===== config.mk =====
export PLATFORM = sky130hd
export DESIGN_NAME = l2_set_counter
export DESIGN_NICKNAME = d
export VERILOG_FILES = /design/src/verilog/l2_cfg_pkg.sv /design/src/verilog/l2_set_counter.sv
export SDC_FILE = /design/constraint.sdc
export NUM_CORES = 1
export LEC_CHECK = 0
export ABC_AREA = 1
export BUFFER_PORTS_ARGS = -buffer_cell sky130_fd_sc_hd__buf_4
export CORE_AREA = 2 2 39 41
export DETAILED_ROUTE_END_ITERATION = 10
export DIE_AREA = 0 0 41 43
export GPL_TIMING_DRIVEN = 0
export PLACE_DENSITY = 0.53
export RECOVER_POWER = 100
export SLEW_MARGIN = 5
export SYNTH_ARGS = -nofsm -noshare
export SYNTH_HDL_FRONTEND = slang
export SYNTH_SLANG_ARGS = --single-unit

===== constraint.sdc =====
create_clock -name clk -period 1.7 [get_ports clk]
set_clock_uncertainty 0.15 [all_clocks]
set_input_delay 0.34 -clock clk [delete_from_list [all_inputs] [get_ports clk]]
set_output_delay 0.34 -clock clk [all_outputs]
set_load 0.05 [all_outputs]

===== src/verilog/l2_cfg_pkg.sv =====
// ------------------------------
// l2 local storage geometry
// ------------------------------

`default_nettype none

package l2_cfg_pkg;

    // cache shape
    localparam int NUM_WAYS  = 4;
    localparam int WAY_BITS  = 2;
    localparam int SET_BITS  = 6;
    localparam int NUM_SETS  = 64;
    localparam int TAG_BITS  = 10;
    localparam int LINE_BITS = 32;

    // coherence state encoding width
    localparam int STATE_BITS = 3;

    // request queue, depth equals the sender's initial credits
    localparam int QUEUE_DEPTH    = 4;
    localparam int QUEUE_PTR_BITS = 2;
    localparam int QUEUE_CNT_BITS = 3;

    // sized constants for compares
    localparam logic [QUEUE_CNT_BITS-1:0] QUEUE_FULL = QUEUE_CNT_BITS'(QUEUE_DEPTH);
    localparam logic [SET_BITS-1:0]       LAST_SET   = SET_BITS'(NUM_SETS - 1);

endpackage

`default_nettype wire


===== src/verilog/l2_set_counter.sv =====
// ------------------------------
// sweep set counter
// ------------------------------

`timescale 1ns/1ps
`default_nettype none

module l2_set_counter (
    input  logic                            clk,
    input  logic                            wr_rst,
    input  logic                            cnt_en,
    output logic [l2_cfg_pkg::SET_BITS-1:0] count,
    output logic                            last
);

    assign last = (count == l2_cfg_pkg::LAST_SET);

    // saturates on the last set
    always_ff @(posedge clk) begin
        if (wr_rst) begin
            count <= '0;
        end else if (cnt_en && !last) begin
            count <= count + 1'b1;
        end
    end

endmodule

`default_nettype wire


==> impl_metrics.json <==
{
  "grt_pass1_wl_mm": 1.28,
  "crit_type": "reg -> out",
  "clockBufferDepth": 2,
  "worstMarginPinSlew_ns": 0.231,
  "most-common-layout-cells": "13 x buf_4, 12 x nand2_1, 7 x nor2_1",
  "start_util_pct": 24.4,
  "synth_nets": 53,
  "hold_ws_ns": 0.107,
  "finalSetupTns_ns": 0,
  "clock-sinks": 6,
  "die-area_sq_mm": 0.00176,
  "maxCapViolCount": 0,
  "cpMostUsedCell": "nand2_4",
  "h-tree-depth": 1,
  "maxSlewViolCount": 0,
  "synth.distinct_cells": 15,
  "pwr-share-comb_pct": 16.9,
  "min_period_over_period_pct": 98.7,
  "finalHoldViolCount": 0,
  "layout_commonest_cell": "buf_4",
  "die_h_um": 43,
  "p_int_w": 0.000248,
  "min_period_ns": 1.68,
  "vias_per_cell": 4.51,
  "grt_pass1_vias": 292,
  "firstDrtPassIters": 4,
  "drtIter0Drc": 12,
  "switching_share_pct": 27.3,
  "die_w_um": 41,
  "drive_gt1_share_pct": 45.5,
  "core_area_sq_mm": 0.00138,
  "cts_tree": "yes",
  "largestRegisters": "count x6",
  "clockRootBuffer": "clkbuf_4",
  "area_growth_pct": 55.2,
  "regArea_sq_um": 130,
  "largest_reg_flops": 6,
  "hold_class": "in -> reg",
  "drt_wl_total_um": 800,
  "hpwl_um": 539,
  "clockPowerShare_pct": 38.7,
  "leakagePower_nw": 0.263,
  "outcome": "complete, no violations",
  "place_congestion": 0.698,
  "pre_cts_slack_ns": 0.102,
  "multi_input_area_sq_um": 205,
  "cp.required_ns": 1.21,
  "largest_register": "count",
  "synth_warnings": 0,
  "p_sw_w": 0.0000928,
  "slowest_stage": "dfxtp_4",
  "path_cells": "ha_4, nand2_4, nor2_4, nand2_4, clkinvlp_4, buf_8",
  "netlist_instances": 49,
  "power_density_mw_per_mm2": 650,
  "worstSetupStartpointType": "flop",
  "rsz0062_at_grt": "true",
  "seqPwrFrac_pct": 44.4,
  "syn_area_per_cell_sq_um": 6.89,
  "fillCellCount": 150,
  "grt_max_degree": 7,
  "antenna_cells": 0,
  "grt.total_usage_pct": 11.7,
  "final_area_sq_um": 524,
  "grt-ovfl-total": 0,
  "setup_viol_count_final": 0,
  "cp_max_fo": 2,
  "max_stage_delay_ns": 0.36,
  "netlist_area_sq_um": 338,
  "clkSlewWorstSetupHoldPaths_ns": 0.05,
  "fmax_ghz": 0.596,
  "via_count": 370,
  "yosysSeqAreaShare_pct": 35.6,
  "cts_inserted_buffers": 3,
  "ant_nets": 0,
  "p_total_w": 0.000341,
  "rows": 14,
  "port_buffers": 9,
  "synth_seq_cells": 6,
  "place_area_sq_um": 439,
  "relSlewSlack_pct": 84.5,
  "ir_worst_vdd_mv": 0.305,
  "antenna_found_initial": 0,
  "ios": 10,
  "drc": 0,
  "reg2reg_slack_ns": 0.16,
  "num-nets-final": 72,
  "fin_ws_ns": 0.0216,
  "wire_per_inst_um": 9.76,
  "clk_latency_ns": 0.24,
  "arrival_ns": 1.19,
  "end_kind": "primary output"
}
[power by group through the flow]
| stage | clock, W | sequential [W] | combinational [W] |
|---|---|---|---|
| after floorplan | 0 | 0.000170 | 0.0000140 |
| after global placement | 0 | 0.000155 | 0.0000462 |
| after detailed placement | 0 | 0.000155 | 0.0000466 |
| after CTS | 0.000141 | 0.000151 | 0.0000577 |
| after global routing | 0.000157 | 0.000151 | 0.0000631 |
| final | 0.000132 | 0.000151 | 0.0000574 |
[per-layer routing]
| metal | vias to the layer above | GRT usage, % | part of all wire, % |
|---|---|---|---|
| met3 | 2 | 6.28 | 4.0 |
| met4 | 0 | 10.0 | 1.8 |
| met1 | 162 | 13.5 | 45 |
| met5 | - | 0 | 0 |
| met2 | 11 | 15.0 | 49 |
| li1 | 195 | - | - |
[synthesized netlist by cell type]
cell type  instances  area [sq um]
nand2_1           12          45.0
nand2_2            2          12.5
dfxtp_1            6           120
inv_2              1          3.75
a21oi_1            2          10.0
a21oi_2            1          8.76
a21boi_2           1          11.3
nor2_4             1          11.3
nand4_1            3          18.8
nand2_4            1          11.3
nor2_1             7          26.3
o21ai_0            2          10.0
inv_1              7          26.3
ha_1               1          12.5
nand3_1            2          10.0
[cells by family (layout without fill, tap and decap cells)]
kind of cell / Yosys count / after routing / share of synthesized area [%]
and+or+nand+nor: 28 / 28 / 40.0
buffers and inverters: 8 / 25 / 8.89
AOI/OAI and AO/OA: 6 / 6 / 11.9
DFF: 6 / 6 / 35.6
adders and majority gates: 1 / 1 / 3.70
[final timing paths]
path / startpoint / endpoint / depth (start not counted)
max reg2reg: count[1] / count[0] / 9
min reg2reg: count[4] / count[4] / 2
min: wr_rst / count[3] / 2
max: count[1] / last / 6
[worst max-delay path: cells and delay by family (launching register included)]
family | cells | cell delay [ns]
flops | 1 | 0.36
simple gates | 3 | 0.24
buf+inv | 2 | 0.20
fa+ha+maj | 1 | 0.15
[layout make-up]
type / instances / share of cell area [%]
repair buffers: 14 / 21.5
inverters: 8 / 6.44
multi-input cells: 35 / 39.1
well taps: 16 / 3.82
flip-flops and latches: 6 / 24.8
clock buffers: 3 / 4.30
[through the flow]
step / utilization, % / std cells
floorplan: - / 49
global placement: 31.7 / 74
detailed placement: 31.7 / 74
CTS: 37.3 / 81
global route: 37.9 / 82
finish: 37.9 / 82
[repair_timing]
action	CTS	global route
resized for setup	5	0
pin swaps	1	3
hold buffers	0	0
gates cloned	0	0
setup buffers	4	1
setup endpoints to repair	1	1
Power figures use the tool's default switching activity.
