`src/verilog/l2_cfg_pkg.sv`:
```
// ------------------------------
// l2 local storage geometry
// ------------------------------

`default_nettype none

package l2_cfg_pkg;

    // cache shape
    localparam int NUM_WAYS  = 4;
    localparam int WAY_BITS  = 2;
    localparam int SET_BITS  = 6;
    localparam int NUM_SETS  = 64;
    localparam int TAG_BITS  = 10;
    localparam int LINE_BITS = 32;

    // coherence state encoding width
    localparam int STATE_BITS = 3;

    // request queue, depth equals the sender's initial credits
    localparam int QUEUE_DEPTH    = 4;
    localparam int QUEUE_PTR_BITS = 2;
    localparam int QUEUE_CNT_BITS = 3;

    // sized constants for compares
    localparam logic [QUEUE_CNT_BITS-1:0] QUEUE_FULL = QUEUE_CNT_BITS'(QUEUE_DEPTH);
    localparam logic [SET_BITS-1:0]       LAST_SET   = SET_BITS'(NUM_SETS - 1);

endpackage

`default_nettype wire

```
`src/verilog/l2_msg_pkg.sv`:
```
// ------------------------------
// l2 request and response types
// ------------------------------

`default_nettype none

package l2_msg_pkg;

    typedef enum logic [2:0] {
        OP_READ     = 3'd0,
        OP_WR_LINE  = 3'd1,
        OP_WR_STATE = 3'd2,
        OP_WR_EVICT = 3'd3,
        OP_PUT      = 3'd4
    } l2_op_e;

    // invalid must stay at zero, the sweep relies on it
    typedef enum logic [l2_cfg_pkg::STATE_BITS-1:0] {
        ST_INVALID = 3'd0,
        ST_VALID   = 3'd1,
        ST_SHARED  = 3'd2,
        ST_OWNED   = 3'd3,
        ST_DIRTY   = 3'd4
    } l2_state_e;

    typedef struct packed {
        l2_op_e                          op;
        logic [l2_cfg_pkg::SET_BITS-1:0]  set;
        logic [l2_cfg_pkg::WAY_BITS-1:0]  way;
        logic [l2_cfg_pkg::TAG_BITS-1:0]  tag;
        logic [l2_cfg_pkg::LINE_BITS-1:0] line;
        logic                            hprot;
        l2_state_e                       state;
        logic [l2_cfg_pkg::WAY_BITS-1:0]  evict_way;
    } l2_req_t;

    // contents of one way at one set
    typedef struct packed {
        logic [l2_cfg_pkg::TAG_BITS-1:0]  tag;
        l2_state_e                       state;
        logic                            hprot;
        logic [l2_cfg_pkg::LINE_BITS-1:0] line;
    } l2_entry_t;

    typedef struct packed {
        logic [l2_cfg_pkg::SET_BITS-1:0] set;
        logic                           rd_en;
        logic [l2_cfg_pkg::NUM_WAYS-1:0] wr_line;
        logic [l2_cfg_pkg::NUM_WAYS-1:0] wr_state;
        logic [l2_cfg_pkg::NUM_WAYS-1:0] wr_tag_hprot;
        logic                           wr_evict;
        l2_entry_t                      wdata;
        logic [l2_cfg_pkg::WAY_BITS-1:0] evict_way;
    } l2_mem_cmd_t;

    typedef struct packed {
        l2_entry_t [l2_cfg_pkg::NUM_WAYS-1:0] entries;
        logic [l2_cfg_pkg::WAY_BITS-1:0]      evict_way;
    } l2_rsp_t;

endpackage

`default_nettype wire

```
`src/verilog/l2_ctrl_fsm.sv`:
```
// ------------------------------
// l2 storage controller
// ------------------------------

`timescale 1ns/1ps
`default_nettype none

module l2_ctrl_fsm (
    input  logic                            clk,
    input  logic                            wr_rst,
    input  l2_msg_pkg::l2_req_t             head,
    input  logic                            not_empty,
    input  logic [l2_cfg_pkg::SET_BITS-1:0] count,
    input  logic                            last,
    output logic                            pop,
    output logic                            cnt_en,
    output l2_msg_pkg::l2_mem_cmd_t         cmd,
    output logic                            rsp_valid,
    output logic                            init_done
);

    typedef enum logic {
        SWEEP,
        SERVE
    } fsm_state_e;

    fsm_state_e                      state;
    logic [l2_cfg_pkg::NUM_WAYS-1:0] way_mask;

    always_comb begin
        way_mask = '0;
        way_mask[head.way] = 1'b1;
    end

    always_comb begin
        pop    = 1'b0;
        cnt_en = 1'b0;
        cmd    = '0;

        cmd.set          = head.set;
        cmd.wdata.tag    = head.tag;
        cmd.wdata.state  = head.state;
        cmd.wdata.hprot  = head.hprot;
        cmd.wdata.line   = head.line;
        cmd.evict_way    = head.evict_way;

        if (state == SWEEP) begin
            // invalidate every way of one set per cycle
            cnt_en          = 1'b1;
            cmd.set         = count;
            cmd.wr_state    = '1;
            cmd.wdata.state = l2_msg_pkg::ST_INVALID;
        end else if (not_empty) begin
            pop = 1'b1;
            case (head.op)
                l2_msg_pkg::OP_READ:     cmd.rd_en    = 1'b1;
                l2_msg_pkg::OP_WR_LINE:  cmd.wr_line  = way_mask;
                l2_msg_pkg::OP_WR_STATE: cmd.wr_state = way_mask;
                l2_msg_pkg::OP_WR_EVICT: cmd.wr_evict = 1'b1;
                l2_msg_pkg::OP_PUT: begin
                    cmd.wr_line      = way_mask;
                    cmd.wr_state     = way_mask;
                    cmd.wr_tag_hprot = way_mask;
                end
                default: cmd.rd_en = 1'b0;
            endcase
        end
    end

    assign init_done = (state == SERVE);

    always_ff @(posedge clk) begin
        if (wr_rst) begin
            state     <= SWEEP;
            rsp_valid <= 1'b0;
        end else begin
            if (state == SWEEP && last) begin
                state <= SERVE;
            end
            // array read data lands together with this
            rsp_valid <= cmd.rd_en;
        end
    end

endmodule

`default_nettype wire

```
`config.mk`:
```
export PLATFORM = sky130hd
export DESIGN_NAME = l2_ctrl_fsm
export DESIGN_NICKNAME = d
export VERILOG_FILES = /design/src/verilog/l2_cfg_pkg.sv /design/src/verilog/l2_msg_pkg.sv /design/src/verilog/l2_ctrl_fsm.sv
export SDC_FILE = /design/constraint.sdc
export NUM_CORES = 1
export LEC_CHECK = 0
export BUFFER_PORTS_ARGS = -buffer_cell sky130_fd_sc_hd__buf_4
export CORE_ASPECT_RATIO = 0.9
export CORE_MARGIN = 2
export CORE_UTILIZATION = 21
export CTS_CLUSTER_DIAMETER = 50
export DETAILED_ROUTE_END_ITERATION = 12
export GPL_ROUTABILITY_DRIVEN = 1
export GPL_TIMING_DRIVEN = 0
export HOLD_SLACK_MARGIN = 0.02
export PLACE_DENSITY = 0.73
export REMOVE_ABC_BUFFERS = 1
export SYNTH_ARGS = -nofsm -noshare
export SYNTH_HDL_FRONTEND = slang
export SYNTH_SLANG_ARGS = --single-unit
```
`constraint.sdc`:
```
create_clock -name clk -period 1.08 [get_ports clk]
set_clock_uncertainty 0.15 [all_clocks]
set_input_delay 0.054 -clock clk [delete_from_list [all_inputs] [get_ports clk]]
set_output_delay 0.054 -clock clk [all_outputs]
set_load 0.01 [all_outputs]
```
==> impl_metrics.env <==
export IMPL_cp_required_ps=880
export IMPL_vias_per_cell=4.41
export IMPL_critical_path_top_delay_family="simple AND/OR/NAND/NOR gates"
export IMPL_register_area_um2=43.8
export IMPL_nets=219
export IMPL_overflow=0
export IMPL_grt_antenna_before_repair=1
export IMPL_cts_tree="yes"
export IMPL_hpwl_um=3770
export IMPL_path_class="flip-flop to primary output"
export IMPL_grt_max_degree=9
export IMPL_fmax_mhz=688
export IMPL_firstDrtPassIters=4
export IMPL_final_common_cell="dlygate4sd3_1"
export IMPL_start_util_pct=21.6
export IMPL_syn_area_per_cell_um2=7.59
export IMPL_grt_first_pass_wirelength_um=6440
export IMPL_slew_headroom_pct=70.9
export IMPL_violations="negative setup slack"
export IMPL_postRouteAntennaNets=0
export IMPL_ios=141
export IMPL_port_buffer_count=50
export IMPL_drt_iter0_drc=37
export IMPL_synth_area_um2=653
export IMPL_routabilityCongestion=0.874
export IMPL_die_width_um=62.8
export IMPL_layout_common_cells="dlygate4sd3_1 (48), buf_4 (42), buf_6 (15), mux2_4 (5), nor3_2 (4)"
export IMPL_wl_um=4760
export IMPL_root_buffer="clkbuf_4"
export IMPL_synth_cell_types=17
export IMPL_route_detailed_drc=0
export IMPL_outcome="finished, violations left"
export IMPL_ys_ff_latch=2
export IMPL_power_density_mw_per_mm2=571
export IMPL_area_growth_pct=126
export IMPL_worst_path_max_fanout=7
export IMPL_path_cells="nand3b_1 -> nor4_2 -> buf_4"
export IMPL_clkSinkCount=2
export IMPL_clk_pin_slew_ps=30
export IMPL_clock_latency_ps=230
export IMPL_multiInputGateArea_um2=360
export IMPL_wl_per_cell_um=24.9
export IMPL_hold_viol_final=0
export IMPL_first_global_vias=910
export IMPL_rows=19
export IMPL_post_route_min_period_ps=1450
export IMPL_critPathCaptureType="primary output"
export IMPL_max_clock_path_buffers=2
export IMPL_dp_cells=131
export IMPL_coreArea_mm2=0.00302
export IMPL_design_die_area_mm2=0.00357
export IMPL_hp_class="primary input to flip-flop"
export IMPL_worst_slack_ps=-374
export IMPL_ys_seq_area_share_pct=6.13
export IMPL_finish_instance_area_mm2=0.00147
export IMPL_tightestPinTransition_ps=434
export IMPL_synthCells=86
export IMPL_drive_gt1_share_pct=55.4
export IMPL_grtUsageTotal_pct=25.8
export IMPL_cap_violations=0
export IMPL_placed_area_um2=733
export IMPL_crit_buf_inv=1
export IMPL_slew_violations=0
export IMPL_cts_buffers=3
export IMPL_slowest_stage="dfxtp_4"
export IMPL_htree_levels=1
export IMPL_irDropWorstVdd_mv=0.232
export IMPL_fin_cells=191
export IMPL_max_stage_delay_ps=390
export IMPL_leakage_nw=0.659
export IMPL_rsz0062_at_grt="true"
export IMPL_via_count=842
export IMPL_finalCritPeriodShare_pct=135
export IMPL_die_y_um=56.9
export IMPL_yosysWarnings=0
export IMPL_start_kind="flip-flop"
export IMPL_fillCellCount=311
export IMPL_critPathArrivalTime_ps=1250
export IMPL_setup_viol=25
-- sequential cells by signal, indices dropped and copies added, names as in the netlist --
signal     cells
init_done      1
rsp_valid      1
-- cell usage after synthesis --
library cell | instances | area, um^2
and2_1 | 4 | 25.0
and4_1 | 1 | 8.76
buf_2 | 2 | 10.0
buf_4 | 45 | 338
dfxtp_1 | 2 | 40.0
inv_1 | 2 | 7.51
mux2_2 | 6 | 67.6
nand2_1 | 1 | 3.75
nand2b_1 | 3 | 18.8
nand3b_1 | 1 | 7.51
nand4bb_1 | 1 | 11.3
nor2_1 | 3 | 11.3
nor3_1 | 7 | 35.0
nor4_1 | 2 | 12.5
o31ai_1 | 3 | 22.5
o41ai_2 | 1 | 16.3
xnor2_1 | 2 | 17.5
-- report_power, final --
part / internal [mW] / leakage [nW] / switching [mW]
clock network: 0.123 / 0.0138 / 0.0497
registers: 0.0771 / 0.0170 / 0.00773
logic: 0.329 / 0.628 / 0.254
total: 0.530 / 0.659 / 0.311
-- area by class of cell --
cell class	count	area share (%)
antenna	1	0.170
clock buffer	3	1.53
multi-input combinational	35	24.4
inverter	2	0.509
timing repair buffer	106	66.8
sequential	2	2.97
tap	42	3.57
-- through the flow --
step	utilization [%]	hold WS [ps]	TNS (ps)	setup WS (ps)	total power, mW
detailed placement	24.3	-41.9	-10830	-669	0.341
global placement	24.3	-41.9	-10560	-660	0.338
CTS	46.1	112	-6230	-339	0.824
floorplan	-	-42.0	-4960	-457	0.183
global route	48.8	152	-7630	-449	0.884
finish	48.8	152	-6300	-374	0.841
-- what timing repair did --
action | 4_1_cts | 5_1_grt
hold buffers | 48 | 0
buffers inserted | 5 | 3
hold endpoints to repair | 47 | 0
pin swaps | 6 | 4
gates cloned | 0 | 0
endpoints found under the setup margin | 28 | 26
gates resized for setup | 26 | 13
-- logic make-up (layout without fill, tap and decap cells) --
kind of cell	Yosys count	after routing	synth area share, %
xor+xnor	2	2	2.68
buf+inv	49	111	54.4
mux	6	6	10.3
other cells	0	1	0
simple gates	23	23	20.5
compound gates	4	4	5.94
flops	2	2	6.13
-- worst register-to-register path: stages, from the launching register on --
cell and delay, ps:
dfxtp_4 390, nand4bb_4 180, buf_6 170, nor3_2 110
-- final timing paths --
path	slack (ps)	depth (start not counted)	startpoint	to
min	150	4	not_empty	rsp_valid
max	-370	3	init_done	cmd[57]
min reg2reg	520	3	init_done	init_done
max reg2reg	0	3	init_done	rsp_valid
-- routing by layer --
layer  vias up  share of wire, %  global-route usage, %
met4         0               2.5                   4.44
met3        12                12                   13.6
met2        81                45                   39.5
li1        369                 -                      -
met1       380                40                   32.7
met5         -                 0                      0
Power figures use the tool's default switching activity.
