**config.mk**
```make
export PLATFORM = sky130hd
export DESIGN_NAME = l2_evict_array
export DESIGN_NICKNAME = d
export VERILOG_FILES = /design/src/verilog/l2_cfg_pkg.sv /design/src/verilog/l2_msg_pkg.sv /design/src/verilog/l2_evict_array.sv
export SDC_FILE = /design/constraint.sdc
export NUM_CORES = 1
export LEC_CHECK = 0
export BUFFER_PORTS_ARGS = -buffer_cell sky130_fd_sc_hd__buf_4
export CAP_MARGIN = 40
export CORE_MARGIN = 10
export CORE_UTILIZATION = 40
export CTS_CLUSTER_SIZE = 16
export DETAILED_ROUTE_END_ITERATION = 16
export HOLD_SLACK_MARGIN = 0.08
export PLACE_DENSITY = 0.6
export SETUP_SLACK_MARGIN = 0.2
export SLEW_MARGIN = 30
export SYNTH_ARGS = -nofsm -noshare
export SYNTH_HDL_FRONTEND = slang
export SYNTH_SLANG_ARGS = --single-unit
```
**constraint.sdc**
```tcl
create_clock -name clk -period 2.4 [get_ports clk]
set_clock_uncertainty 0.05 [all_clocks]
set_input_delay 0.48 -clock clk [delete_from_list [all_inputs] [get_ports clk]]
set_output_delay 0.48 -clock clk [all_outputs]
set_load 0.005 [all_outputs]
```
**src/verilog/l2_cfg_pkg.sv**
```systemverilog
// ------------------------------
// l2 local storage geometry
// ------------------------------

`default_nettype none

package l2_cfg_pkg;

    // cache shape
    localparam int NUM_WAYS  = 4;
    localparam int WAY_BITS  = 2;
    localparam int SET_BITS  = 6;
    localparam int NUM_SETS  = 64;
    localparam int TAG_BITS  = 10;
    localparam int LINE_BITS = 32;

    // coherence state encoding width
    localparam int STATE_BITS = 3;

    // request queue, depth equals the sender's initial credits
    localparam int QUEUE_DEPTH    = 4;
    localparam int QUEUE_PTR_BITS = 2;
    localparam int QUEUE_CNT_BITS = 3;

    // sized constants for compares
    localparam logic [QUEUE_CNT_BITS-1:0] QUEUE_FULL = QUEUE_CNT_BITS'(QUEUE_DEPTH);
    localparam logic [SET_BITS-1:0]       LAST_SET   = SET_BITS'(NUM_SETS - 1);

endpackage

`default_nettype wire

```
**src/verilog/l2_msg_pkg.sv**
```systemverilog
// ------------------------------
// l2 request and response types
// ------------------------------

`default_nettype none

package l2_msg_pkg;

    typedef enum logic [2:0] {
        OP_READ     = 3'd0,
        OP_WR_LINE  = 3'd1,
        OP_WR_STATE = 3'd2,
        OP_WR_EVICT = 3'd3,
        OP_PUT      = 3'd4
    } l2_op_e;

    // invalid must stay at zero, the sweep relies on it
    typedef enum logic [l2_cfg_pkg::STATE_BITS-1:0] {
        ST_INVALID = 3'd0,
        ST_VALID   = 3'd1,
        ST_SHARED  = 3'd2,
        ST_OWNED   = 3'd3,
        ST_DIRTY   = 3'd4
    } l2_state_e;

    typedef struct packed {
        l2_op_e                          op;
        logic [l2_cfg_pkg::SET_BITS-1:0]  set;
        logic [l2_cfg_pkg::WAY_BITS-1:0]  way;
        logic [l2_cfg_pkg::TAG_BITS-1:0]  tag;
        logic [l2_cfg_pkg::LINE_BITS-1:0] line;
        logic                            hprot;
        l2_state_e                       state;
        logic [l2_cfg_pkg::WAY_BITS-1:0]  evict_way;
    } l2_req_t;

    // contents of one way at one set
    typedef struct packed {
        logic [l2_cfg_pkg::TAG_BITS-1:0]  tag;
        l2_state_e                       state;
        logic                            hprot;
        logic [l2_cfg_pkg::LINE_BITS-1:0] line;
    } l2_entry_t;

    typedef struct packed {
        logic [l2_cfg_pkg::SET_BITS-1:0] set;
        logic                           rd_en;
        logic [l2_cfg_pkg::NUM_WAYS-1:0] wr_line;
        logic [l2_cfg_pkg::NUM_WAYS-1:0] wr_state;
        logic [l2_cfg_pkg::NUM_WAYS-1:0] wr_tag_hprot;
        logic                           wr_evict;
        l2_entry_t                      wdata;
        logic [l2_cfg_pkg::WAY_BITS-1:0] evict_way;
    } l2_mem_cmd_t;

    typedef struct packed {
        l2_entry_t [l2_cfg_pkg::NUM_WAYS-1:0] entries;
        logic [l2_cfg_pkg::WAY_BITS-1:0]      evict_way;
    } l2_rsp_t;

endpackage

`default_nettype wire

```
**src/verilog/l2_evict_array.sv**
```systemverilog
// ------------------------------
// eviction way storage
// ------------------------------

`timescale 1ns/1ps
`default_nettype none

module l2_evict_array (
    input  logic                            clk,
    input  l2_msg_pkg::l2_mem_cmd_t         cmd,
    output logic [l2_cfg_pkg::WAY_BITS-1:0] evict_way
);

    // next victim way, one per set
    logic [l2_cfg_pkg::WAY_BITS-1:0] evict_mem [l2_cfg_pkg::NUM_SETS];

    always_ff @(posedge clk) begin
        if (cmd.wr_evict) begin
            evict_mem[cmd.set] <= cmd.evict_way;
        end
    end

    always_ff @(posedge clk) begin
        if (cmd.rd_en) begin
            evict_way <= evict_mem[cmd.set];
        end
    end

endmodule

`default_nettype wire

```
==> results of run 1 <==
==> metal layers <==
| layer | GRT usage | part of all wire | vias to the layer above |
|---|---|---|---|
| li1 | - | - | 1531 |
| met5 | 0 | 0 | - |
| met2 | 0.229 | 0.48 | 125 |
| met4 | 0.0556 | 0.021 | 0 |
| met1 | 0.192 | 0.44 | 1722 |
| met3 | 0.0364 | 0.059 | 23 |
==> worst max-delay path: cells and delay by family <==
family | cells | cell delay [ps]
AO/OA/AOI/OAI | 2 | 880
AND/OR/NAND/NOR | 3 | 420
buffers and inverters | 2 | 380
==> flip-flops by register name (all words and copies together) (netlist names) <==
| name | cells |
|---|---|
| evict_mem | 128 |
| evict_way | 2 |
==> cell usage after synthesis (all sizes together) <==
| master | count |
|---|---|
| edfxtp | 130 |
| nor2 | 72 |
| buf | 17 |
| a221oi | 11 |
| a22oi | 11 |
| mux2 | 11 |
| mux2i | 11 |
| mux4 | 9 |
| nand3 | 9 |
| nand2 | 8 |
| nand3b | 8 |
| a22o | 6 |
| clkbuf | 6 |
| nor2b | 5 |
| inv | 4 |
| nor3 | 4 |
| a21oi | 3 |
| nand2b | 3 |
| o221ai | 3 |
| or3b | 3 |
| a2111oi | 2 |
| a211o | 2 |
| a211oi | 2 |
| a21o | 2 |
| a221o | 2 |
| and2 | 2 |
| nand4 | 2 |
| o21bai | 2 |
| a2bb2oi | 1 |
| a31oi | 1 |
| and2b | 1 |
| o211ai | 1 |
| o21a | 1 |
| o21ai | 1 |
| o22a | 1 |
| o22ai | 1 |
| o2bb2ai | 1 |
| o311ai | 1 |
| or3 | 1 |
==> stage by stage <==
stage                     TNS (ps)  hold WS (ps)  instance area [um^2]
after floorplan                  0           529                  5500
after global placement       -94.8           651                  6080
after detailed placement      -282           664                  6080
after CTS                        0           248                  6660
after global routing             0           239                  6660
final                            0           253                  6660
==> cell families (layout without fill, tap and decap cells) <==
kind of cell	count (synthesis)	in the layout	synth area share
flip-flops	130	130	0.710
AND/OR/NAND/NOR	118	118	0.0987
AO/OA/AOI/OAI	55	55	0.0812
multiplexers	31	31	0.0807
buffers and inverters	27	100	0.0298
==> final timing paths <==
path | slack (ps) | endpoint | from
max reg2reg | 330 | evict_way[1]$_DFFE_PP_ | evict_mem[5][1]$_DFFE_PP_
min reg2reg | 680 | evict_way[0]$_DFFE_PP_ | evict_mem[17][0]$_DFFE_PP_
min | 250 | evict_way[1]$_DFFE_PP_ | cmd[61]
max | 300 | evict_way[1]$_DFFE_PP_ | cmd[62]
==> area by class of cell <==
cell class,count,area (um^2),share of cell area
Timing Repair Buffer,64,505,0.0759
Sequential cell,130,3900,0.586
Clock inverter,14,156,0.0235
Inverter,4,15.0,0.00225
Tap cell,176,220,0.0330
Multi-Input combinational cell,204,1430,0.215
Clock buffer,18,429,0.0644
==> power by group through the flow <==
| stage | clock, mW | sequential [mW] | combinational [mW] |
|---|---|---|---|
| floorplan | 0 | 2.57 | 0.171 |
| finish | 2.54 | 2.53 | 0.335 |
| global route | 2.69 | 2.53 | 0.359 |
| CTS | 2.55 | 2.53 | 0.333 |
| global placement | 0 | 2.57 | 0.329 |
| detailed placement | 0 | 2.57 | 0.331 |
==> metrics, run 1 <==
max_cap viols=0; Post-Syn Area per Cell=15.2 um^2; clk buf depth=2; crit-path max FO=13; HP Class=in2reg; Initial Utilization=0.412; H-tree depth=4; register area share after synthesis=0.710; Least-Margin Pin Slew=609 ps; YS warnings=0; Detailed Route WL=13.2 mm; fmax=0.477 GHz; min Tclk post-route=2100 ps; First-pass DRT Iterations=5; final net count=490; reg2reg path depth=5; Lkg Pwr=2.22 nW; Clock transition at path regs=60 ps; P&R area growth vs syn=21.1%; Critical Path End Type=flop; leading cell types in the layout, fill and taps excluded=edfxtp_1 (130), nor2_1 (72), buf_4 (62); port bufs=12; top post-synthesis cells by area=edfxtp_1 (71%), nor2_1 (4.9%), mux4_2 (3.7%), mux2i_1 (2.0%), mux2_2 (1.8%); post-CTS setup buffer count=0; placed cell count=578; clock power share=0.470; WL per Instance=21.7 um; Fill cells=1,142; Syn Inst Count=361; most common cell after layout, fill and taps aside=edfxtp_1; total track usage=0.146; wire length of the first global-routing pass=20.4 mm; switching share of power=0.222; max-slew violations=0; worst-path cell chain=buf_4 -> buf_4 -> nor2_1 -> a221oi_1 -> nor3_1 -> a2111oi_0 -> nand4_1; status=completed; CTS tree=yes; Unique masters post-synth=45; GP Congestion=0.829; worst slack at placement=-42.6 ps; Mapped Nets=430; # setup viols final=0; DIE HEIGHT=137 um; Internal Power=4.20 mW; net switching power figure=1.20 mW; layout cells sized above 1=0.279; Max stage delay on crit path=530 ps; most frequent CP cell=buf_4; Pwr Density=810 nW/um^2; CTS root buffer=clkbuf_16; Overflow after GRT=0; cts hold-fix bufs=0; Clock Sinks=130; Setup Crit Path Kind=in2reg; post-synth top area share=0.710; Starting DRT DRC Count=404; Seq pwr share=0.468; largest net degree at the start of global routing=65; Post-CTS Resized=0; Final period util=0.874; die footprint=18,800 um^2; Req. time, crit path=2480 ps; CORE AREA=13,300 um^2; number of global-route vias before repair=3,501; Tot Pwr=5.40 mW; # DRC=0; clock latency at the later pin of the worst-skew pair=420 ps; Combinational Power Share=0.062; Chip Width=137 um; FP Rows=42; crit path DAT=2170 ps; Worst Slack Setup Final=303 ps; slowest CP cell=a2111oi_0; Ant. Diodes=0; register bit total from synthesis=130; post-synthesis cell area=5500 um^2; I/O Pins=71; Slew HR=0.594; CTS Buf Count=17; initial antenna violation count=0; area leader, netlist=edfxtp_1; RSZ-0062 raised after global routing=no; HPWL after DPL=8.70 mm; hold-critical path depth=1; Routed Antenna Nets=0; Startpoint Class=input port; Final Hold Vio Count=0; Vias=3,401; Non-Filler Instances=610; VDD IR max=0.000387 V; DR vias/cell=5.58; Final Util=0.499
Note: power is estimated with default switching activity, not from simulation.
==> run 2, diff against run 1 <==
Settings changed: RECOVER_POWER from default to 100.
==> metrics, run 2 (synthesis results as in run 1) <==
CTS tree=yes; Worst path top cell family by delay=simple AND/OR/NAND/NOR gates; HP Class=in2reg; fmax=0.465 GHz (-2.6%); clk buf depth=2 (unchanged); HPWL after DPL=8.70 mm (unchanged); cts hold-fix bufs=0 (unchanged); Starting DRT DRC Count=382 (-5.4%); Reg with most FFs=evict_mem; final instance area=6550 um^2 (-1.7%); CTS root buffer=clkbuf_16; crit path DAT=2200 ps (+30 ps); number of global-route vias before repair=3,501 (unchanged); Post-CTS Resized=0 (unchanged); Req. time, crit path=2440 ps (-40 ps); # setup viols final=0 (unchanged); hold_sp=cmd[61]; Lkg Pwr=2.15 nW (-3.6%); Pwr Density=821 nW/um^2 (+1.4%); Detailed Route WL=13.2 mm (-0.38%); RSZ-0062 raised after global routing=no; Vias=3,421 (+0.59%); GP Congestion=0.829 (unchanged); Critical Path End Type=flop; worst-path cell chain=buf_4 -> clkbuf_4 -> nor2_1 -> clkbuf_1 -> buf_4 -> nand2_1 -> nor2_1; die footprint=18,800 um^2 (unchanged); final net count=490 (unchanged); placed cell area=6080 um^2 (unchanged); Ant. Diodes=0 (unchanged); Least-Margin Pin Slew=1190 ps (+581 ps); layout cells sized above 1=0.228 (-0.0507); Overflow after GRT=0 (unchanged); total track usage=0.146 (unchanged); Largest register FFs=128 (unchanged); biggest regs=evict_mem (128), evict_way (2); WL per Instance=21.6 um (-0.38%); wire length of the first global-routing pass=20.4 mm (unchanged); First-pass DRT Iterations=5 (unchanged); worst path bufs/invs=4 (+2); placed cell count=578 (unchanged); P&R area growth vs syn=19.1%; initial antenna violation count=0 (unchanged); R2R Path Start=evict_mem[5][1]$_DFFE_PP_; largest net degree at the start of global routing=65 (unchanged); FP Rows=42 (unchanged); clock latency at the later pin of the worst-skew pair=420 ps (about the same); H-tree depth=4 (unchanged); status=completed; max_cap viols=0 (unchanged); most common cell after layout, fill and taps aside=edfxtp_1; port bufs=12 (unchanged); CORE AREA=13,300 um^2 (unchanged); leading cell types in the layout, fill and taps excluded=edfxtp_1 (130), nor2_1 (72), buf_4 (38); # DRC=0 (unchanged); DR vias/cell=5.61 (+0.59%); Final period util=0.897 (+0.0231); CP Launch Point=cmd[63]; min Tclk post-route=2150 ps (+55.4 ps); VDD IR max=0.000384 V (-0.80%); DIE HEIGHT=137 um (unchanged); post-CTS setup buffer count=0 (unchanged); I/O Pins=71 (unchanged); Routed Antenna Nets=0 (unchanged); Non-Filler Instances=610 (unchanged); Setup Crit Path Kind=in2reg; Startpoint Class=input port; Final Hold Vio Count=0 (unchanged); CTS Buf Count=17 (unchanged); slowest CP cell=nand2_1; Tot Pwr=5.38 mW (-0.29%); Slew HR=0.207 (-0.387); crit-path max FO=9 (-4); Max stage delay on crit path=310 ps (-220 ps); Clock transition at path regs=60 ps (about the same); Initial Utilization=0.412 (unchanged); Chip Width=137 um (unchanged); max-slew violations=0 (unchanged); Clock Sinks=130 (unchanged)
run 2: power by group:
part | internal, mW | total (mW) | switching, mW | leakage, nW
logic | 0.123 | 0.316 | 0.193 | 0.701
clock network | 1.54 | 2.54 | 0.996 | 0.274
registers | 2.52 | 2.53 | 0.00576 | 1.17
run 2: area by class of cell:
class / instances / area, um^2
Clock buffer: 18 / 429
Clock inverter: 14 / 156
Fill cell: 1164 / 6800
Inverter: 4 / 15.0
Multi-Input combinational cell: 204 / 1430
Sequential cell: 130 / 3900
Tap cell: 176 / 220
Timing Repair Buffer: 64 / 397
run 2: worst reg2reg max path: stages, from the launching register on:
cell	delay (ps)
edfxtp_1	370
mux2_4	270
a22o_1	230
a221o_1	280
a2111oi_2	400
nand4_1	170
run 2: path summary, 6_finish.rpt:
path	end	slack, ps	depth (start not counted)
max	evict_mem[16][0]$_DFFE_PP_	250	7
min	evict_way[1]$_DFFE_PP_	350	1
max reg2reg	evict_way[1]$_DFFE_PP_	330	5
min reg2reg	evict_way[0]$_DFFE_PP_	690	4
run 2: through the flow:
stage	TNS, ps	utilization	worst slack [ps]	hold slack, ps
6_report	0	0.491	248	355
5_1_grt	0	0.491	177	341
4_1_cts	0	0.499	311	248
3_5_place_dp	-282	0.455	-42.6	664
3_3_place_gp	-94.8	0.455	-41.0	651
2_1_floorplan	0	-	393	529
run 2: layer usage:
metal / global-route usage / up-vias / routed length, um
met5: 0 / - / 0
met4: 0.0556 / 0 / 246
met3: 0.0364 / 24 / 799
met2: 0.229 / 129 / 6380
met1: 0.192 / 1736 / 5740
li1: - / 1532 / -
