**src/verilog/l2_cfg_pkg.sv**
```systemverilog
// ------------------------------
// l2 local storage geometry
// ------------------------------

`default_nettype none

package l2_cfg_pkg;

    // cache shape
    localparam int NUM_WAYS  = 4;
    localparam int WAY_BITS  = 2;
    localparam int SET_BITS  = 6;
    localparam int NUM_SETS  = 64;
    localparam int TAG_BITS  = 10;
    localparam int LINE_BITS = 32;

    // coherence state encoding width
    localparam int STATE_BITS = 3;

    // request queue, depth equals the sender's initial credits
    localparam int QUEUE_DEPTH    = 4;
    localparam int QUEUE_PTR_BITS = 2;
    localparam int QUEUE_CNT_BITS = 3;

    // sized constants for compares
    localparam logic [QUEUE_CNT_BITS-1:0] QUEUE_FULL = QUEUE_CNT_BITS'(QUEUE_DEPTH);
    localparam logic [SET_BITS-1:0]       LAST_SET   = SET_BITS'(NUM_SETS - 1);

endpackage

`default_nettype wire

```
**src/verilog/l2_msg_pkg.sv**
```systemverilog
// ------------------------------
// l2 request and response types
// ------------------------------

`default_nettype none

package l2_msg_pkg;

    typedef enum logic [2:0] {
        OP_READ     = 3'd0,
        OP_WR_LINE  = 3'd1,
        OP_WR_STATE = 3'd2,
        OP_WR_EVICT = 3'd3,
        OP_PUT      = 3'd4
    } l2_op_e;

    // invalid must stay at zero, the sweep relies on it
    typedef enum logic [l2_cfg_pkg::STATE_BITS-1:0] {
        ST_INVALID = 3'd0,
        ST_VALID   = 3'd1,
        ST_SHARED  = 3'd2,
        ST_OWNED   = 3'd3,
        ST_DIRTY   = 3'd4
    } l2_state_e;

    typedef struct packed {
        l2_op_e                          op;
        logic [l2_cfg_pkg::SET_BITS-1:0]  set;
        logic [l2_cfg_pkg::WAY_BITS-1:0]  way;
        logic [l2_cfg_pkg::TAG_BITS-1:0]  tag;
        logic [l2_cfg_pkg::LINE_BITS-1:0] line;
        logic                            hprot;
        l2_state_e                       state;
        logic [l2_cfg_pkg::WAY_BITS-1:0]  evict_way;
    } l2_req_t;

    // contents of one way at one set
    typedef struct packed {
        logic [l2_cfg_pkg::TAG_BITS-1:0]  tag;
        l2_state_e                       state;
        logic                            hprot;
        logic [l2_cfg_pkg::LINE_BITS-1:0] line;
    } l2_entry_t;

    typedef struct packed {
        logic [l2_cfg_pkg::SET_BITS-1:0] set;
        logic                           rd_en;
        logic [l2_cfg_pkg::NUM_WAYS-1:0] wr_line;
        logic [l2_cfg_pkg::NUM_WAYS-1:0] wr_state;
        logic [l2_cfg_pkg::NUM_WAYS-1:0] wr_tag_hprot;
        logic                           wr_evict;
        l2_entry_t                      wdata;
        logic [l2_cfg_pkg::WAY_BITS-1:0] evict_way;
    } l2_mem_cmd_t;

    typedef struct packed {
        l2_entry_t [l2_cfg_pkg::NUM_WAYS-1:0] entries;
        logic [l2_cfg_pkg::WAY_BITS-1:0]      evict_way;
    } l2_rsp_t;

endpackage

`default_nettype wire

```
**src/verilog/l2_req_queue.sv**
```systemverilog
// ------------------------------
// credit fed request queue
// ------------------------------

`timescale 1ns/1ps
`default_nettype none

module l2_req_queue (
    input  logic                clk,
    input  logic                wr_rst,
    input  logic                req_valid,
    input  l2_msg_pkg::l2_req_t req,
    input  logic                pop,
    output l2_msg_pkg::l2_req_t head,
    output logic                not_empty,
    output logic                req_credit
);

    l2_msg_pkg::l2_req_t                  mem [l2_cfg_pkg::QUEUE_DEPTH];
    logic [l2_cfg_pkg::QUEUE_PTR_BITS-1:0] wr_ptr;
    logic [l2_cfg_pkg::QUEUE_PTR_BITS-1:0] rd_ptr;
    logic [l2_cfg_pkg::QUEUE_CNT_BITS-1:0] count;
    logic                                  push;

    // a sender out of credits finds the queue full and is dropped
    assign push      = req_valid && (count != l2_cfg_pkg::QUEUE_FULL);
    assign not_empty = (count != '0);
    assign head      = mem[rd_ptr];

    always_ff @(posedge clk) begin
        if (push) begin
            mem[wr_ptr] <= req;
        end
    end

    always_ff @(posedge clk) begin
        if (wr_rst) begin
            wr_ptr     <= '0;
            rd_ptr     <= '0;
            count      <= '0;
            req_credit <= 1'b0;
        end else begin
            if (push) begin
                wr_ptr <= wr_ptr + 1'b1;
            end
            if (pop) begin
                rd_ptr <= rd_ptr + 1'b1;
            end
            case ({push, pop})
                2'b10:   count <= count + 1'b1;
                2'b01:   count <= count - 1'b1;
                default: count <= count;
            endcase
            // one credit back per freed entry
            req_credit <= pop;
        end
    end

endmodule

`default_nettype wire

```
**config.mk**
```make
export PLATFORM = sky130hd
export DESIGN_NAME = l2_req_queue
export DESIGN_NICKNAME = d
export VERILOG_FILES = /design/src/verilog/l2_cfg_pkg.sv /design/src/verilog/l2_msg_pkg.sv /design/src/verilog/l2_req_queue.sv
export SDC_FILE = /design/constraint.sdc
export NUM_CORES = 1
export LEC_CHECK = 0
export ABC_CLOCK_PERIOD_IN_PS = 2700
export BUFFER_PORTS_ARGS = -buffer_cell sky130_fd_sc_hd__buf_2
export CAP_MARGIN = 10
export CORE_ASPECT_RATIO = 1.5
export CORE_UTILIZATION = 51
export CTS_CLUSTER_SIZE = 14
export DETAILED_ROUTE_END_ITERATION = 10
export GPL_ROUTABILITY_DRIVEN = 1
export PLACE_DENSITY = 0.75
export SLEW_MARGIN = 10
export SYNTH_ARGS = -nofsm -noshare
export SYNTH_HDL_FRONTEND = slang
export SYNTH_SLANG_ARGS = --single-unit
```
**constraint.sdc**
```tcl
create_clock -name clk -period 2.7 [get_ports clk]
set_input_delay 0.135 -clock clk [delete_from_list [all_inputs] [get_ports clk]]
set_output_delay 0.135 -clock clk [all_outputs]
set_load 0.01 [all_outputs]
```
==> results.sh, run 1 <==
export IMPL_max_vdd_ir_drop_v=0.000664
export IMPL_slew_violations=0
export IMPL_drc_errors=2
export IMPL_drv_cap=0
export IMPL_routed_wl_mm=15.9
export IMPL_htreeDepth=1
export IMPL_firstDrtPassIters=7
export IMPL_seq_area_frac_synth=0.810
export IMPL_synth_distinct_cells=24
export IMPL_grt_overflow_total=0
export IMPL_critical_path_top_delay_family="flip-flops"
export IMPL_clock_sinks=246
export IMPL_initial_core_util=0.521
export IMPL_cp_slowest_stage_delay_ps=640
export IMPL_finalHoldViolations=0
export IMPL_rsz0062_at_grt="no"
export IMPL_cts_resized=0
export IMPL_whs_ps=191
export IMPL_root_buffer="clkbuf_16"
export IMPL_r2r_start="count[0]"
export IMPL_synthCells=357
export IMPL_synth_area_per_cell_um2=25.2
export IMPL_viasPerCell=5.39
export IMPL_grt_pass1_vias=4673
export IMPL_final_cell_mix="edfxtp_1, buf_2, dlygate4sd3_1"
export IMPL_fillCellCount=1143
export IMPL_relSlewSlack=0.547
export IMPL_fin_crit_ps=2340
export IMPL_cp_arrival_ps=2200
export IMPL_grt_max_degree=49
export IMPL_final_common_cell="edfxtp_1"
export IMPL_fin_crit_sh=0.865
export IMPL_worst_path_max_fanout=22
export IMPL_min_path_type="in -> reg"
export IMPL_syn2layout_area_growth_pct=24.8
export IMPL_clock_latency_ps=480
export IMPL_cts_tree="built"
export IMPL_die_w_um=110
export IMPL_port_buffers=123
export IMPL_violations="design-rule violations"
export IMPL_finalSetupViolCount=0
export IMPL_synth_area_um2=9000
export IMPL_drtAntennaViolNets=0
export IMPL_slowest_stage="dfxtp_4"
export IMPL_finClkSkew_ps=5.90
export IMPL_antenna_found_initial=2
export IMPL_clkTransAtPathRegs_ps=60
export IMPL_worst_pin_slew_ps=680
export IMPL_clock_fmax_mhz=428
export IMPL_clockBufferDepth=3
export IMPL_leakage_nw=3.86
export IMPL_worstSetupEndpointType="output pin"
export IMPL_yosysWarningCount=0
export IMPL_rows=59
export IMPL_status="finished with violations"
export IMPL_cts_setup_buffers=0
export IMPL_nets=632
export IMPL_hpwlAfterDp_mm=9.84
export IMPL_ios=124
export IMPL_dieHeight_um=165
export IMPL_ys_ff_latch=246
export IMPL_via_count=4271
export IMPL_p_per_area_nw_per_um2=755
export IMPL_path_cells="buf_4 > mux4_2 > buf_2"
export IMPL_worstSetupPathType="reg -> out"
export IMPL_grt_pass1_wl_mm=24.9
export IMPL_crit_path_start_kind="register"
export IMPL_layout_drive_gt1_share=0.396
export IMPL_drt_iter0_drc=240
export IMPL_fp_coreArea_um2=17300
export IMPL_tns_ps=0
export IMPL_p_total_mw=8.47
export IMPL_grtUsageTotal=0.179
export IMPL_cts_buffers=22
export IMPL_dieArea_um2=18200
export IMPL_syn_num_nets=426
export IMPL_hp_start="req_valid"
export IMPL_gp_congestion=0.749
export IMPL_required_ps=2570
export IMPL_post_drt_wl_per_cell_um=20.0
export IMPL_worst_path_buf_inv=2
==> registers in the layout, indices dropped and copies added (netlist names), named ones only <==
register,flops
mem,236
count,3
rd_ptr,2
wr_ptr,2
req_credit,1
==> metal layers <==
layer	track usage	up-vias	share of wire	wire, um
met3	0.0367	18	0.049	786
met5	0	-	0	0
met4	0.0527	0	0.020	320
li1	-	1915	-	-
met1	0.222	2213	0.38	6080
met2	0.320	125	0.55	8690
==> power breakdown <==
| part | internal, mW | switching, mW | total, mW |
|---|---|---|---|
| combinational | 0.521 | 0.525 | 1.05 |
| clock | 1.63 | 1.22 | 2.84 |
| sequential | 4.48 | 0.101 | 4.58 |
==> worst paths after layout <==
check,endpoint,slack [ps],cells after the start
setup / recovery,head[21],360,3
hold / removal,wr_ptr[1],190,4
setup reg to reg,count[2],550,9
hold reg to reg,wr_ptr[1],520,2
==> cell usage after synthesis <==
cell / n / area [um2]
and2_1: 4 / 25.0
xnor2_1: 2 / 17.5
o21ai_0: 1 / 5.00
xor2_1: 2 / 17.5
nor2_1: 8 / 30.0
or3_1: 2 / 12.5
buf_4: 4 / 30.0
buf_12: 2 / 40.0
a21oi_1: 1 / 5.00
inv_1: 3 / 11.3
nor2b_1: 1 / 6.26
buf_6: 1 / 11.3
fa_1: 1 / 20.0
buf_2: 3 / 15.0
dfxtp_1: 10 / 200
edfxtp_1: 236 / 7090
mux2i_1: 2 / 20.0
mux4_2: 59 / 1330
a21boi_1: 1 / 7.51
clkbuf_1: 5 / 18.8
mux2_2: 1 / 11.3
nand2b_1: 2 / 12.5
nand2_1: 1 / 3.75
ha_1: 5 / 62.6
==> stage by stage <==
stage	util	setup slack (ps)	cell area, um2	instances
4_1_cts	0.650	295	11200	791
3_5_place_dp	0.576	574	9950	690
6_report	0.650	364	11200	793
5_1_grt	0.650	211	11200	793
2_1_floorplan	-	44.4	9000	357
3_3_place_gp	0.576	671	9950	690
==> cell type report <==
cell class                      count  area [um2]  area share
Sequential cell                   246        7290       0.649
Timing Repair Buffer              197        1400       0.125
Multi-Input combinational cell     93        1600       0.142
Tap cell                          213         267      0.0237
Inverter                            3        11.3     0.00100
Clock inverter                      3        15.0     0.00134
Antenna cell                        2        5.00    0.000446
Clock buffer                       36         644      0.0574
==> worst reg2reg max path, cell delays in order (launching register included) <==
cell	delay (ps)
dfxtp_1	420
nor2_1	60
a21boi_1	170
buf_4	180
inv_1	50
ha_1	210
fa_1	400
xnor2_1	150
or3_1	300
a21oi_1	150
==> cell families after synthesis <==
kind of cell             count (synthesis)  synth area share
flip-flops                             246             0.810
multiplexers                            62             0.151
buffers and inverters                   18            0.0140
AND/OR/NAND/NOR                         18            0.0100
adder cells (fa/ha/maj)                  6           0.00918
XOR/XNOR                                 4           0.00389
AO/OA/AOI/OAI                            3           0.00195
==> what timing repair did <==
item / in CTS / in global routing
endpoints found under the setup margin: 0 / 0
hold buffers: 62 / 0
hold endpoints to repair: 244 / 0
Power figures use the tool's default switching activity.
==> run 2, diff against run 1 <==
==> constraint.sdc (replaced) <==
create_clock -name clk -period 2.7 [get_ports clk]
set_input_delay 0.54 -clock clk [delete_from_list [all_inputs] [get_ports clk]]
set_output_delay 0.54 -clock clk [all_outputs]
set_load 0.01 [all_outputs]
==> run 2 against run 1 <==
The run now ends clean. Final area decreased by 5.5%. Worst hold slack improved by 64 ps. Utilization decreased by 3.5 points. Wire length decreased by 4.5%. First-iteration DRC count decreased by 0.42%. Critical endpoint is now head[10]. Clock power increased by 1%. Clock-buffer cell count unchanged. Die area unchanged. Largest cell class unchanged. Maximum frequency decreased by 5.3%. Register-to-register slack improved by 50 ps. Via count decreased by 5.4%. Sequential cell count unchanged.
==> results.sh, run 2 (same netlist as run 1, synthesis figures left out) <==
export IMPL_fin_area_um2=10600
export IMPL_htreeDepth=1
export IMPL_regArea_um2=7290
export IMPL_worstSetupEndpointType="output pin"
export IMPL_fp_coreArea_um2=17300
export IMPL_grt_pass1_vias=4388
export IMPL_p_int_mw=6.62
export IMPL_largest_register_ffs=236
export IMPL_final_cell_mix="edfxtp_1, buf_2, mux4_2"
export IMPL_p_per_area_nw_per_um2=794
export IMPL_layout_cells_non_filler=734
export IMPL_cp_slowest_stage_delay_ps=570
export IMPL_worst_path_max_fanout=25
export IMPL_required_ps=2160
export IMPL_fin_crit_ps=2470
export IMPL_crit_path_start_kind="register"
export IMPL_critical_path_top_delay_family="multiplexers"
export IMPL_hpwlAfterDp_mm=9.56
export IMPL_routed_wl_mm=15.2
export IMPL_drtAntennaViolNets=0
export IMPL_finalHoldViolations=0
export IMPL_antenna_found_initial=3
export IMPL_die_w_um=110
export IMPL_syn2layout_area_growth_pct=18.0
export IMPL_fin_ws_ps=234
export IMPL_dieArea_um2=18200
export IMPL_pre_cts_slack_ps=495
export IMPL_min_path_type="in -> reg"
export IMPL_firstDrtPassIters=4
export IMPL_nets=571
export IMPL_max_flop_register="mem"
export IMPL_reg2reg_depth=8
export IMPL_slew_violations=0
export IMPL_initial_core_util=0.521
export IMPL_grt_pass1_wl_mm=23.3
export IMPL_drc_errors=0
export IMPL_status="complete, no violations"
export IMPL_finalSetupViolCount=0
export IMPL_viasPerCell=5.51
export IMPL_cts_setup_buffers=0
export IMPL_grt_max_degree=35
export IMPL_final_core_util=0.615
export IMPL_p_sw_frac=0.215
export IMPL_layout_drive_gt1_share=0.439
export IMPL_port_buffers=123
export IMPL_worstSetupPathType="reg -> out"
export IMPL_cp_arrival_ps=1930
export IMPL_slowest_stage="mux4_2"
export IMPL_drv_cap=0
export IMPL_reg_largest_list="mem x236, count x3"
export IMPL_finClkSkew_ps=9.64
export IMPL_rows=59
export IMPL_combPwrFrac=0.119
export IMPL_clock_fmax_mhz=406
export IMPL_power_net_switching_mw=1.81
export IMPL_clock_latency_ps=490
export IMPL_placedCellCount=691
export IMPL_pwr_share_seq=0.540
export IMPL_fin_crit_sh=0.913
export IMPL_grtUsageTotal=0.169
export IMPL_final_common_cell="edfxtp_1"
export IMPL_grt_overflow_total=0
export IMPL_ctsHoldBuffers=0
export IMPL_cp_depth=3
export IMPL_max_vdd_ir_drop_v=0.000575
export IMPL_root_buffer="clkbuf_16"
export IMPL_dieHeight_um=165
export IMPL_rsz0062_at_grt="no"
export IMPL_leakage_nw=3.59
export IMPL_worst_pin_slew_ps=464
export IMPL_worst_path_buf_inv=2
export IMPL_clkTransAtPathRegs_ps=60
export IMPL_clock_sinks=246
export IMPL_cts_tree="built"
export IMPL_gp_congestion=0.704
export IMPL_clockBufferDepth=3
export IMPL_p_clk_frac=0.341
export IMPL_fillCellCount=1211
export IMPL_whs_path_depth=1
export IMPL_drt_iter0_drc=239
export IMPL_path_cells="buf_6 > mux4_2 > buf_2"
export IMPL_cts_buffers=22
export IMPL_via_count=4041
export IMPL_placed_cell_area_um2=9940
export IMPL_multi_input_area_um2=1600
export IMPL_relSlewSlack=0.691
export IMPL_ios=124
export IMPL_tns_ps=0
export IMPL_post_drt_wl_per_cell_um=20.7
## run 2: cell types whose count changed in the layout (fill, tap and decap cells not counted), sizes merged
cell,before,now
clkinv,3,2
bufinv,0,1
dlygate4sd3,62,0
buf,135,136
diode,2,4
## run 2: through the flow
step	power, mW	hold slack, ps
after detailed placement	5.66	504
after floorplan	5.23	466
final	8.43	255
after CTS	8.53	235
after global placement	5.61	477
after global routing	8.75	239
## run 2: repair_timing
item	in CTS	in global routing
resized for setup	0	1
endpoints found under the hold margin	0	0
setup endpoints to repair	0	11
## run 2: layout make-up
class | count | share of cell area
sequential | 246 | 0.687
multi-input combinational | 93 | 0.150
timing repair buffer | 136 | 0.0734
clock buffer | 36 | 0.0588
tap | 213 | 0.0251
clock inverter | 3 | 0.00365
inverter | 3 | 0.00106
antenna | 4 | 0.000943
## run 2: routing by layer
metal / vias to the layer above / GRT usage / wire (um)
met5: - / 0 / 12
li1: 1801 / - / -
met2: 115 / 0.314 / 8570
met3: 24 / 0.0327 / 715
met1: 2099 / 0.193 / 5590
met4: 2 / 0.0624 / 277
## run 2: power groups by stage
stage | clock, mW | sequential, mW | combinational, mW
4_1_cts | 2.95 | 4.56 | 1.02
5_1_grt | 3.09 | 4.57 | 1.08
2_1_floorplan | 0 | 4.61 | 0.616
3_5_place_dp | 0 | 4.64 | 1.02
6_report | 2.88 | 4.55 | 1.00
3_3_place_gp | 0 | 4.61 | 0.995
## run 2: worst paths after layout
kind	from	to	slack (ps)
setup / recovery	register	head[10]	230
hold / removal	req[5]	mem[2][5]	250
setup reg to reg	count[0]	count[2]	600
hold reg to reg	wr_ptr[1]	wr_ptr[1]	520
